[config.mk]
export PLATFORM = sky130hd
export DESIGN_NAME = security_island
export DESIGN_NICKNAME = d
export VERILOG_FILES = /design/src/island_pkg.sv /design/src/island_bus_if.sv /design/src/island_sync.sv /design/src/island_tgt_arbiter.sv /design/src/island_xbar.sv /design/src/security_island.sv
export SDC_FILE = /design/constraint.sdc
export NUM_CORES = 1
export LEC_CHECK = 0
export BUFFER_PORTS_ARGS = -buffer_cell sky130_fd_sc_hd__buf_2
export CAP_MARGIN = 20
export CORE_AREA = 2 2 157 159
export CTS_BUF_LIST = sky130_fd_sc_hd__clkbuf_4 sky130_fd_sc_hd__clkbuf_8 sky130_fd_sc_hd__clkbuf_16
export DETAILED_ROUTE_END_ITERATION = 16
export DIE_AREA = 0 0 159 161
export PLACE_DENSITY = 0.67
export SETUP_SLACK_MARGIN = 0.2
export SLEW_MARGIN = 20
export SYNTH_ARGS = -nofsm -noshare
export SYNTH_HDL_FRONTEND = slang
export SYNTH_SLANG_ARGS = --single-unit
[constraint.sdc]
create_clock -name clk_i -period 2.98 [get_ports clk_i]
set_input_delay 0.596 -clock clk_i [delete_from_list [all_inputs] [get_ports clk_i]]
set_output_delay 0.596 -clock clk_i [all_outputs]
set_load 0.02 [all_outputs]
[src/island_pkg.sv]
/*
 Widths, address map and port counts shared by the island RTL and testbench.
 Windows are base inclusive, end exclusive.
*/

package island_pkg;

   localparam int unsigned ADDR_W = 32;
   localparam int unsigned DATA_W = 32;

   // Requester 0 is rot, 1 is cls
   localparam int unsigned NUM_REQ = 2;
   // Target 0 is soc (host), 1 is clus
   localparam int unsigned NUM_TGT = 2;

   localparam int unsigned SYNC_STAGES = 3;

   ////////////////////////////////////////////////////////////
   // Address map
   ////////////////////////////////////////////////////////////

   localparam logic [ADDR_W-1:0] HOST_BASE = 32'h0001_0000;
   localparam logic [ADDR_W-1:0] HOST_END  = 32'hA000_0000;
   localparam logic [ADDR_W-1:0] CLS_BASE  = 32'hA100_0000;
   localparam logic [ADDR_W-1:0] CLS_END   = 32'hB000_0000;

   // Values of the first two match the target index
   typedef enum logic [1:0] {
      TGT_SOC  = 2'd0,
      TGT_CLUS = 2'd1,
      TGT_MISS = 2'd2
   } tgt_sel_t;

endpackage

[src/island_bus_if.sv]
/*
 One requester link into the crossbar. req and the payload stay stable
 until gnt; one transaction outstanding per link.
*/

`timescale 1ns/100ps

interface island_bus_if;

   import island_pkg::*;

   logic              req;
   logic              we;
   logic [ADDR_W-1:0] addr;
   logic [DATA_W-1:0] wdata;
   logic              gnt;
   logic              rsp;
   logic [DATA_W-1:0] rdata;
   logic              err;

   modport requester (
      output req,
      output we,
      output addr,
      output wdata,
      input  gnt,
      input  rsp,
      input  rdata,
      input  err
   );

   modport xbar (
      input  req,
      input  we,
      input  addr,
      input  wdata,
      output gnt,
      output rsp,
      output rdata,
      output err
   );

endinterface

[src/island_sync.sv]
/*
 Flop chain synchronizer, SYNC_STAGES deep per bit. Bits are independent,
 so a multi-bit value may skew by a cycle across bits.
*/

`timescale 1ns/100ps

module island_sync #(
   parameter int unsigned WIDTH = 1
) (
   input  logic             clk_i,
   input  logic             rst_i,
   input  logic [WIDTH-1:0] async_i,
   output logic [WIDTH-1:0] sync_o
);

   import island_pkg::*;

   logic [WIDTH-1:0] stage_q [SYNC_STAGES];

   always_ff @(posedge clk_i) begin
      if (rst_i) begin
         for (int i = 0; i < SYNC_STAGES; i++) begin
            stage_q[i] <= '0;
         end
      end else begin
         stage_q[0] <= async_i;
         for (int i = 1; i < SYNC_STAGES; i++) begin
            stage_q[i] <= stage_q[i-1];
         end
      end
   end

   assign sync_o = stage_q[SYNC_STAGES-1];

endmodule

[src/island_tgt_arbiter.sv]
/*
 Two-way round-robin arbiter for a single target, one request in flight.
 owner_o shows the held owner while busy and the next winner while idle.
*/

`timescale 1ns/100ps

module island_tgt_arbiter (
   input  logic                        clk_i,
   input  logic                        rst_i,
   input  logic [island_pkg::NUM_REQ-1:0] want_i,
   input  logic                        tgt_rsp_i,
   output logic [island_pkg::NUM_REQ-1:0] gnt_o,
   output logic                        owner_o,
   output logic                        issue_o
);

   import island_pkg::*;

   logic               busy_q;
   logic               owner_q;
   logic               ptr_q;
   logic               winner;
   logic               arb_go;
   logic [NUM_REQ-1:0] gnt_q;
   logic               issue_q;

   // Pointer holds the preferred requester
   assign winner = want_i[ptr_q] ? ptr_q : ~ptr_q;
   assign arb_go = !busy_q && (|want_i);

   ////////////////////////////////////////////////////////////
   // Grant and outstanding tracking
   ////////////////////////////////////////////////////////////

   always_ff @(posedge clk_i) begin
      if (rst_i) begin
         busy_q  <= 1'b0;
         owner_q <= 1'b0;
         ptr_q   <= 1'b0;
         gnt_q   <= '0;
         issue_q <= 1'b0;
      end else begin
         gnt_q   <= '0;
         issue_q <= arb_go;
         if (arb_go) begin
            busy_q        <= 1'b1;
            owner_q       <= winner;
            ptr_q         <= ~winner;
            gnt_q[winner] <= 1'b1;
         end else if (tgt_rsp_i) begin
            busy_q <= 1'b0;
         end
      end
   end

   assign gnt_o   = gnt_q;
   assign issue_o = issue_q;
   assign owner_o = busy_q ? owner_q : winner;

endmodule

[src/island_xbar.sv]
/*
 2x2 request crossbar with a per-target round-robin arbiter.
 Addresses outside both windows get an error response and reach no target.
*/

`timescale 1ns/100ps

module island_xbar (
   input  logic                          clk_i,
   input  logic                          rst_i,
   island_bus_if.xbar                    rot,
   island_bus_if.xbar                    cls,
   // Host target
   output logic                          soc_req_o,
   output logic                          soc_we_o,
   output logic [island_pkg::ADDR_W-1:0] soc_addr_o,
   output logic [island_pkg::DATA_W-1:0] soc_wdata_o,
   input  logic                          soc_rsp_i,
   input  logic [island_pkg::DATA_W-1:0] soc_rdata_i,
   input  logic                          soc_err_i,
   // Cluster target
   output logic                          clus_req_o,
   output logic                          clus_we_o,
   output logic [island_pkg::ADDR_W-1:0] clus_addr_o,
   output logic [island_pkg::DATA_W-1:0] clus_wdata_o,
   input  logic                          clus_rsp_i,
   input  logic [island_pkg::DATA_W-1:0] clus_rdata_i,
   input  logic                          clus_err_i
);

   import island_pkg::*;

   function automatic tgt_sel_t decode(input logic [ADDR_W-1:0] a);
      if (a >= HOST_BASE && a < HOST_END) begin
         return TGT_SOC;
      end
      if (a >= CLS_BASE && a < CLS_END) begin
         return TGT_CLUS;
      end
      return TGT_MISS;
   endfunction

   // Requester side, indexed by requester
   logic [NUM_REQ-1:0] req;
   logic [NUM_REQ-1:0] we;
   logic [ADDR_W-1:0]  addr  [NUM_REQ];
   logic [DATA_W-1:0]  wdata [NUM_REQ];
   tgt_sel_t           sel   [NUM_REQ];
   logic [NUM_REQ-1:0] granted;
   logic [NUM_REQ-1:0] gnt;
   logic [NUM_REQ-1:0] rsp;
   logic [DATA_W-1:0]  rdata [NUM_REQ];
   logic [NUM_REQ-1:0] err;

   // Target side, indexed by target
   logic [NUM_TGT-1:0] t_req;
   logic [NUM_TGT-1:0] t_we;
   logic [ADDR_W-1:0]  t_addr  [NUM_TGT];
   logic [DATA_W-1:0]  t_wdata [NUM_TGT];
   logic [NUM_TGT-1:0] t_rsp;
   logic [DATA_W-1:0]  t_rdata [NUM_TGT];
   logic [NUM_TGT-1:0] t_err;
   logic [NUM_TGT-1:0] tgt_owner;
   logic [NUM_REQ-1:0] arb_gnt [NUM_TGT];

   assign req[0]   = rot.req;
   assign we[0]    = rot.we;
   assign addr[0]  = rot.addr;
   assign wdata[0] = rot.wdata;
   assign req[1]   = cls.req;
   assign we[1]    = cls.we;
   assign addr[1]  = cls.addr;
   assign wdata[1] = cls.wdata;

   assign rot.gnt   = gnt[0];
   assign rot.rsp   = rsp[0];
   assign rot.rdata = rdata[0];
   assign rot.err   = err[0];
   assign cls.gnt   = gnt[1];
   assign cls.rsp   = rsp[1];
   assign cls.rdata = rdata[1];
   assign cls.err   = err[1];

   ////////////////////////////////////////////////////////////
   // Per target: arbitration and request port
   ////////////////////////////////////////////////////////////

   for (genvar t = 0; t < NUM_TGT; t++) begin : g_tgt
      logic [NUM_REQ-1:0] want;
      logic               we_q;
      logic [ADDR_W-1:0]  addr_q;
      logic [DATA_W-1:0]  wdata_q;

      for (genvar r = 0; r < NUM_REQ; r++) begin : g_want
         assign want[r] = req[r] && !granted[r] && (sel[r] == tgt_sel_t'(t));
      end

      island_tgt_arbiter i_arb (
         .clk_i     ( clk_i        ),
         .rst_i     ( rst_i        ),
         .want_i    ( want         ),
         .tgt_rsp_i ( t_rsp[t]     ),
         .gnt_o     ( arb_gnt[t]   ),
         .owner_o   ( tgt_owner[t] ),
         .issue_o   ( t_req[t]     )
      );

      // Sampled on the arbitration edge, valid with the req pulse
      always_ff @(posedge clk_i) begin
         we_q    <= we[tgt_owner[t]];
         addr_q  <= addr[tgt_owner[t]];
         wdata_q <= wdata[tgt_owner[t]];
      end

      assign t_we[t]    = we_q;
      assign t_addr[t]  = addr_q;
      assign t_wdata[t] = wdata_q;
   end

   ////////////////////////////////////////////////////////////
   // Per requester: decode, miss path and response return
   ////////////////////////////////////////////////////////////

   for (genvar r = 0; r < NUM_REQ; r++) begin : g_req
      logic              miss_gnt_q;
      logic              pend_q;
      logic              rsp_q;
      logic              err_q;
      logic [DATA_W-1:0] rdata_q;
      logic              arb_any;
      logic              hit;
      logic              hit_err;
      logic [DATA_W-1:0] hit_rdata;

      assign sel[r] = decode(addr[r]);

      always_comb begin
         arb_any   = 1'b0;
         hit       = 1'b0;
         hit_err   = 1'b0;
         hit_rdata = '0;
         for (int t = 0; t < NUM_TGT; t++) begin
            arb_any = arb_any | arb_gnt[t][r];
            if (t_rsp[t] && tgt_owner[t] == 1'(r)) begin
               hit       = 1'b1;
               hit_err   = t_err[t];
               hit_rdata = t_rdata[t];
            end
         end
      end

      assign gnt[r]     = arb_any | miss_gnt_q;
      assign granted[r] = pend_q | gnt[r];

      always_ff @(posedge clk_i) begin
         if (rst_i) begin
            miss_gnt_q <= 1'b0;
            pend_q     <= 1'b0;
            rsp_q      <= 1'b0;
         end else begin
            miss_gnt_q <= req[r] && !granted[r] && (sel[r] == TGT_MISS);
            rsp_q      <= miss_gnt_q | hit;
            if (gnt[r]) begin
               pend_q <= 1'b1;
            end else if (rsp_q) begin
               pend_q <= 1'b0;
            end
         end
      end

      always_ff @(posedge clk_i) begin
         if (miss_gnt_q) begin
            rdata_q <= '0;
            err_q   <= 1'b1;
         end else if (hit) begin
            rdata_q <= hit_rdata;
            err_q   <= hit_err;
         end
      end

      assign rsp[r]   = rsp_q;
      assign rdata[r] = rdata_q;
      assign err[r]   = err_q;
   end

   // Plain target ports
   assign soc_req_o    = t_req[0];
   assign soc_we_o     = t_we[0];
   assign soc_addr_o   = t_addr[0];
   assign soc_wdata_o  = t_wdata[0];
   assign t_rsp[0]     = soc_rsp_i;
   assign t_rdata[0]   = soc_rdata_i;
   assign t_err[0]     = soc_err_i;

   assign clus_req_o   = t_req[1];
   assign clus_we_o    = t_we[1];
   assign clus_addr_o  = t_addr[1];
   assign clus_wdata_o = t_wdata[1];
   assign t_rsp[1]     = clus_rsp_i;
   assign t_rdata[1]   = clus_rdata_i;
   assign t_err[1]     = clus_err_i;

endmodule

[src/security_island.sv]
/*
 Security island fabric, single clock. Requesters follow the req/gnt/rsp
 rule; each target must answer every req pulse with exactly one rsp.
*/

`timescale 1ns/100ps

module security_island (
   input  logic                          clk_i,
   input  logic                          rst_i,
   input  logic                          fetch_en_i,
   input  logic                          irq_i,
   output logic                          fetch_en_o,
   output logic                          irq_o,
   // Root-of-trust data port
   input  logic                          rot_req_i,
   input  logic                          rot_we_i,
   input  logic [island_pkg::ADDR_W-1:0] rot_addr_i,
   input  logic [island_pkg::DATA_W-1:0] rot_wdata_i,
   output logic                          rot_gnt_o,
   output logic                          rot_rsp_o,
   output logic [island_pkg::DATA_W-1:0] rot_rdata_o,
   output logic                          rot_err_o,
   // Cluster-to-SoC port
   input  logic                          cls_req_i,
   input  logic                          cls_we_i,
   input  logic [island_pkg::ADDR_W-1:0] cls_addr_i,
   input  logic [island_pkg::DATA_W-1:0] cls_wdata_i,
   output logic                          cls_gnt_o,
   output logic                          cls_rsp_o,
   output logic [island_pkg::DATA_W-1:0] cls_rdata_o,
   output logic                          cls_err_o,
   // Host target
   output logic                          soc_req_o,
   output logic                          soc_we_o,
   output logic [island_pkg::ADDR_W-1:0] soc_addr_o,
   output logic [island_pkg::DATA_W-1:0] soc_wdata_o,
   input  logic                          soc_rsp_i,
   input  logic [island_pkg::DATA_W-1:0] soc_rdata_i,
   input  logic                          soc_err_i,
   // Cluster target
   output logic                          clus_req_o,
   output logic                          clus_we_o,
   output logic [island_pkg::ADDR_W-1:0] clus_addr_o,
   output logic [island_pkg::DATA_W-1:0] clus_wdata_o,
   input  logic                          clus_rsp_i,
   input  logic [island_pkg::DATA_W-1:0] clus_rdata_i,
   input  logic                          clus_err_i
);

   island_bus_if rot_bus ();
   island_bus_if cls_bus ();

   assign rot_bus.req   = rot_req_i;
   assign rot_bus.we    = rot_we_i;
   assign rot_bus.addr  = rot_addr_i;
   assign rot_bus.wdata = rot_wdata_i;
   assign rot_gnt_o     = rot_bus.gnt;
   assign rot_rsp_o     = rot_bus.rsp;
   assign rot_rdata_o   = rot_bus.rdata;
   assign rot_err_o     = rot_bus.err;

   assign cls_bus.req   = cls_req_i;
   assign cls_bus.we    = cls_we_i;
   assign cls_bus.addr  = cls_addr_i;
   assign cls_bus.wdata = cls_wdata_i;
   assign cls_gnt_o     = cls_bus.gnt;
   assign cls_rsp_o     = cls_bus.rsp;
   assign cls_rdata_o   = cls_bus.rdata;
   assign cls_err_o     = cls_bus.err;

   ////////////////////////////////////////////////////////////
   // Input sync
   ////////////////////////////////////////////////////////////

   island_sync #(
      .WIDTH ( 2 )
   ) i_sync (
      .clk_i   ( clk_i                    ),
      .rst_i   ( rst_i                    ),
      .async_i ( {irq_i, fetch_en_i}      ),
      .sync_o  ( {irq_o, fetch_en_o}      )
   );

   ////////////////////////////////////////////////////////////
   // Crossbar
   ////////////////////////////////////////////////////////////

   island_xbar i_xbar (
      .clk_i        ( clk_i        ),
      .rst_i        ( rst_i        ),
      .rot          ( rot_bus      ),
      .cls          ( cls_bus      ),
      .soc_req_o    ( soc_req_o    ),
      .soc_we_o     ( soc_we_o     ),
      .soc_addr_o   ( soc_addr_o   ),
      .soc_wdata_o  ( soc_wdata_o  ),
      .soc_rsp_i    ( soc_rsp_i    ),
      .soc_rdata_i  ( soc_rdata_i  ),
      .soc_err_i    ( soc_err_i    ),
      .clus_req_o   ( clus_req_o   ),
      .clus_we_o    ( clus_we_o    ),
      .clus_addr_o  ( clus_addr_o  ),
      .clus_wdata_o ( clus_wdata_o ),
      .clus_rsp_i   ( clus_rsp_i   ),
      .clus_rdata_i ( clus_rdata_i ),
      .clus_err_i   ( clus_err_i   )
   );

endmodule

==> reports/results.ini <==
[status]
outcome = finished clean

[grt]
grt_use_met2_pct = 34.6
busiest_layer = met2
overflow = 0
antenna_found_initial = 1
grt.total_usage_pct = 19.0
grt_pass1_wl_um = 38900
grt_max_degree = 39
grt_pass1_vias = 7067
use_met3_pct = 5.57
met1_usage_pct = 21.4

[power]
combPwrFrac_pct = 26.7
switchingPower_w = 0.00291
swShare_pct = 30.7
powerDensity_nw_per_um2 = 817
peakVddDrop_mv = 0.566
p_int_w = 0.00658
seqPwrFrac_pct = 38.7
power.leakage_nw = 5.35
p_clk_share_pct = 34.6

[synth]
synth.distinct_cells = 49
synth_top_area_share_pct = 53.5
async_flop_share_pct = 0
synth-xor-area-share_pct = 0
ys_warn_count = 0
syn_area_per_cell_sq_um = 11.3
synth_fa_ha_area_share_pct = 0
synth_simple_gate_area_share_pct = 11.4
synth_area_leaders = dfxtp_1 54%, mux2_2 13%, mux2_1 4.8%
ys_ff_latch = 220
ys.flop_type = dfxtp_1
synth_top_family_by_area = multiplexers
yosysTopAreaCell = dfxtp_1
syn_area_sq_um = 8230
synth_cells = 729
syn_nets = 933
synth-edff-count = 0
synth_mux_area_share_pct = 22.0
yosysSeqAreaShare_pct = 53.5
synth_compound_area_share_pct = 8.89

[layout]
final_cell_mix = 407 x buf_2, 220 x dfxtp_1, 95 x mux2_2
nets = 1349
syn_to_final_growth_pct = 41.2
drive_gt1_share_pct = 50.9
fin_cells = 1488
final_common_cell = buf_2

[clock_tree]
hold_buffers = 0
clockBufferDepth = 3
clockRootBuffer = clkbuf_16
clock-sinks = 220
insertion_delay_ns = 0.52
cts_made_buffers = 24
post_cts_resized = 0
post_cts.repair.setup_buffers = 0
tritoncts = built
clk_pin_slew_ns = 0.06
h-tree-depth = 1

[timing]
fin_ws_ns = 0.548
fmax_mhz = 411
hold_viol = 0
rsz0062_at_grt = false
setup_tns_ns = 0
setup_viol = 0
period_share_pct = 81.6
period_minus_slack_ns = 2.43
slew_headroom_pct = 61.8
skew_ns = 0.0169
worstMarginPinSlew_ns = 0.567
slew_violations = 0

[floorplan]
core_area_sq_um = 24000
die_h_um = 161
io_pins = 408
row_count = 57
initial_utilization_pct = 34.3
die-area_sq_um = 25600
die_width_um = 159

[placement]
place.gp.congestion = 0.875
io_buffers = 407
dp_hpwl_um = 19500
place_ws_ns = 0.126
place_inst = 1443

[min_path]
min_path_type = in2reg
min_path_cells = 2

[flow_run]
cap_viol_max_count = 0

[detailed_routing]
routed_via_density = 4.80
wl_per_cell_um = 17.4
drtIter0Drc = 402
num_vias = 7149
routed_wirelength_um = 25900
drc = 0
postRouteAntennaNets = 0
drt_pass1_iterations = 4

[critical_path]
required_ns = 3.37
crit_fanout = 35
path_buf_inv = 1
reg2reg_depth = 6
crit_slowest_cell = or3_1
path_depth = 6
path_cells = or3_1 > nor4_4 > a22oi_2 > o21ai_4 > buf_12 > mux2_2
crit_path_end_kind = flop
crit_family = simple AND/OR/NAND/NOR gates
slowest_delay_ns = 0.53
crit_type = reg2reg
arrival_ns = 2.83
start_kind = flop

==> power by group through the flow <==
stage	Clock [W]	Sequential (W)	Combinational [W]
5_1_grt	0.00349	0.00373	0.00269
3_5_place_dp	0	0.00374	0.00254
2_1_floorplan	0	0.00436	0.000934
6_report	0.00329	0.00368	0.00253
4_1_cts	0.00337	0.00368	0.00255
3_3_place_gp	0	0.00373	0.00252
==> flip-flops by register name (all words and copies together), names as in the netlist, 2 cells and up <==
register and flops:
i_xbar.g_tgt.i_arb.owner_q 2, i_xbar.g_tgt.i_arb.gnt_o 4, i_xbar.g_req.pend_q 2, i_xbar.soc_addr_o 32, i_sync.stage_q 6, i_xbar.clus_addr_o 32
i_xbar.g_tgt.i_arb.ptr_q 2, i_xbar.rot.rdata 32, i_xbar.clus_wdata_o 32, i_xbar.cls.rdata 32, i_xbar.soc_wdata_o 32, i_xbar.g_tgt.i_arb.busy_q 2
i_xbar.g_req.miss_gnt_q 2, i_xbar.g_tgt.i_arb.issue_o 2
==> metrics by stage <==
| step | hold WS [ns] | cell area, sq um | power [W] | utilization [%] |
|---|---|---|---|---|
| detailed placement | 0.431 | 10700 | 0.00628 | 44.8 |
| CTS | 0.262 | 11600 | 0.00960 | 48.5 |
| global route | 0.273 | 11600 | 0.00991 | 48.5 |
| global placement | 0.416 | 10700 | 0.00625 | 44.8 |
| floorplan | 0.414 | 8230 | 0.00529 | - |
| finish | 0.288 | 11600 | 0.00950 | 48.5 |
==> cell type report <==
cell class | instances | area [sq um]
well taps | 324 | 405
clock buffers | 36 | 709
flip-flops and latches | 220 | 4400
inverters | 4 | 15.0
multi-input cells | 457 | 3520
clock inverters | 8 | 176
fillers | 2268 | 12300
diodes | 1 | 2.50
repair buffers | 438 | 2390
==> path summary, 6_finish.rpt <==
path | startpoint | end | slack, ns
min reg2reg | i_sync.stage_q[0][3] | i_sync.stage_q[0][5] | 0.44
max reg2reg | i_xbar.g_tgt[1].i_arb.gnt_o[0] | i_xbar.clus_wdata_o[22] | 0.55
min | fetch_en_i | i_sync.stage_q[0][0] | 0.29
max | i_xbar.g_tgt[1].i_arb.gnt_o[0] | i_xbar.clus_wdata_o[22] | 0.55
==> synthesized netlist by cell type (2+ instances only) <==
| cell type | instances |
|---|---|
| o21ai_0 | 2 |
| buf_4 | 7 |
| o21ai_2 | 2 |
| inv_1 | 4 |
| nand2_1 | 75 |
| nand4b_1 | 2 |
| buf_2 | 15 |
| a21o_1 | 2 |
| mux2i_1 | 35 |
| a311oi_1 | 32 |
| buf_6 | 7 |
| a21oi_2 | 2 |
| nor4_4 | 2 |
| buf_12 | 3 |
| dfxtp_1 | 220 |
| nand4_1 | 2 |
| mux2_2 | 95 |
| clkbuf_1 | 15 |
| nor2b_1 | 13 |
| nor2_1 | 77 |
| mux2_1 | 35 |
| a21oi_1 | 5 |
| and2_1 | 2 |
| nor3_1 | 4 |
| a41oi_1 | 2 |
| nor4_1 | 8 |
| nand2b_1 | 7 |
| a211oi_1 | 33 |
==> routing by layer <==
metal | vias to the layer above | part of all wire [%]
li1 | 3430 | -
met1 | 3350 | 38
met2 | 335 | 50
met4 | 0 | 2.4
met3 | 34 | 9.4
met5 | - | 0
==> cells by family after synthesis <==
kind of cell,Yosys count
AO/OA/AOI/OAI,90
buffers and inverters,52
flip-flops,220
multiplexers,165
AND/OR/NAND/NOR,202
No activity file was read; power rests on OpenSTA's default activity.
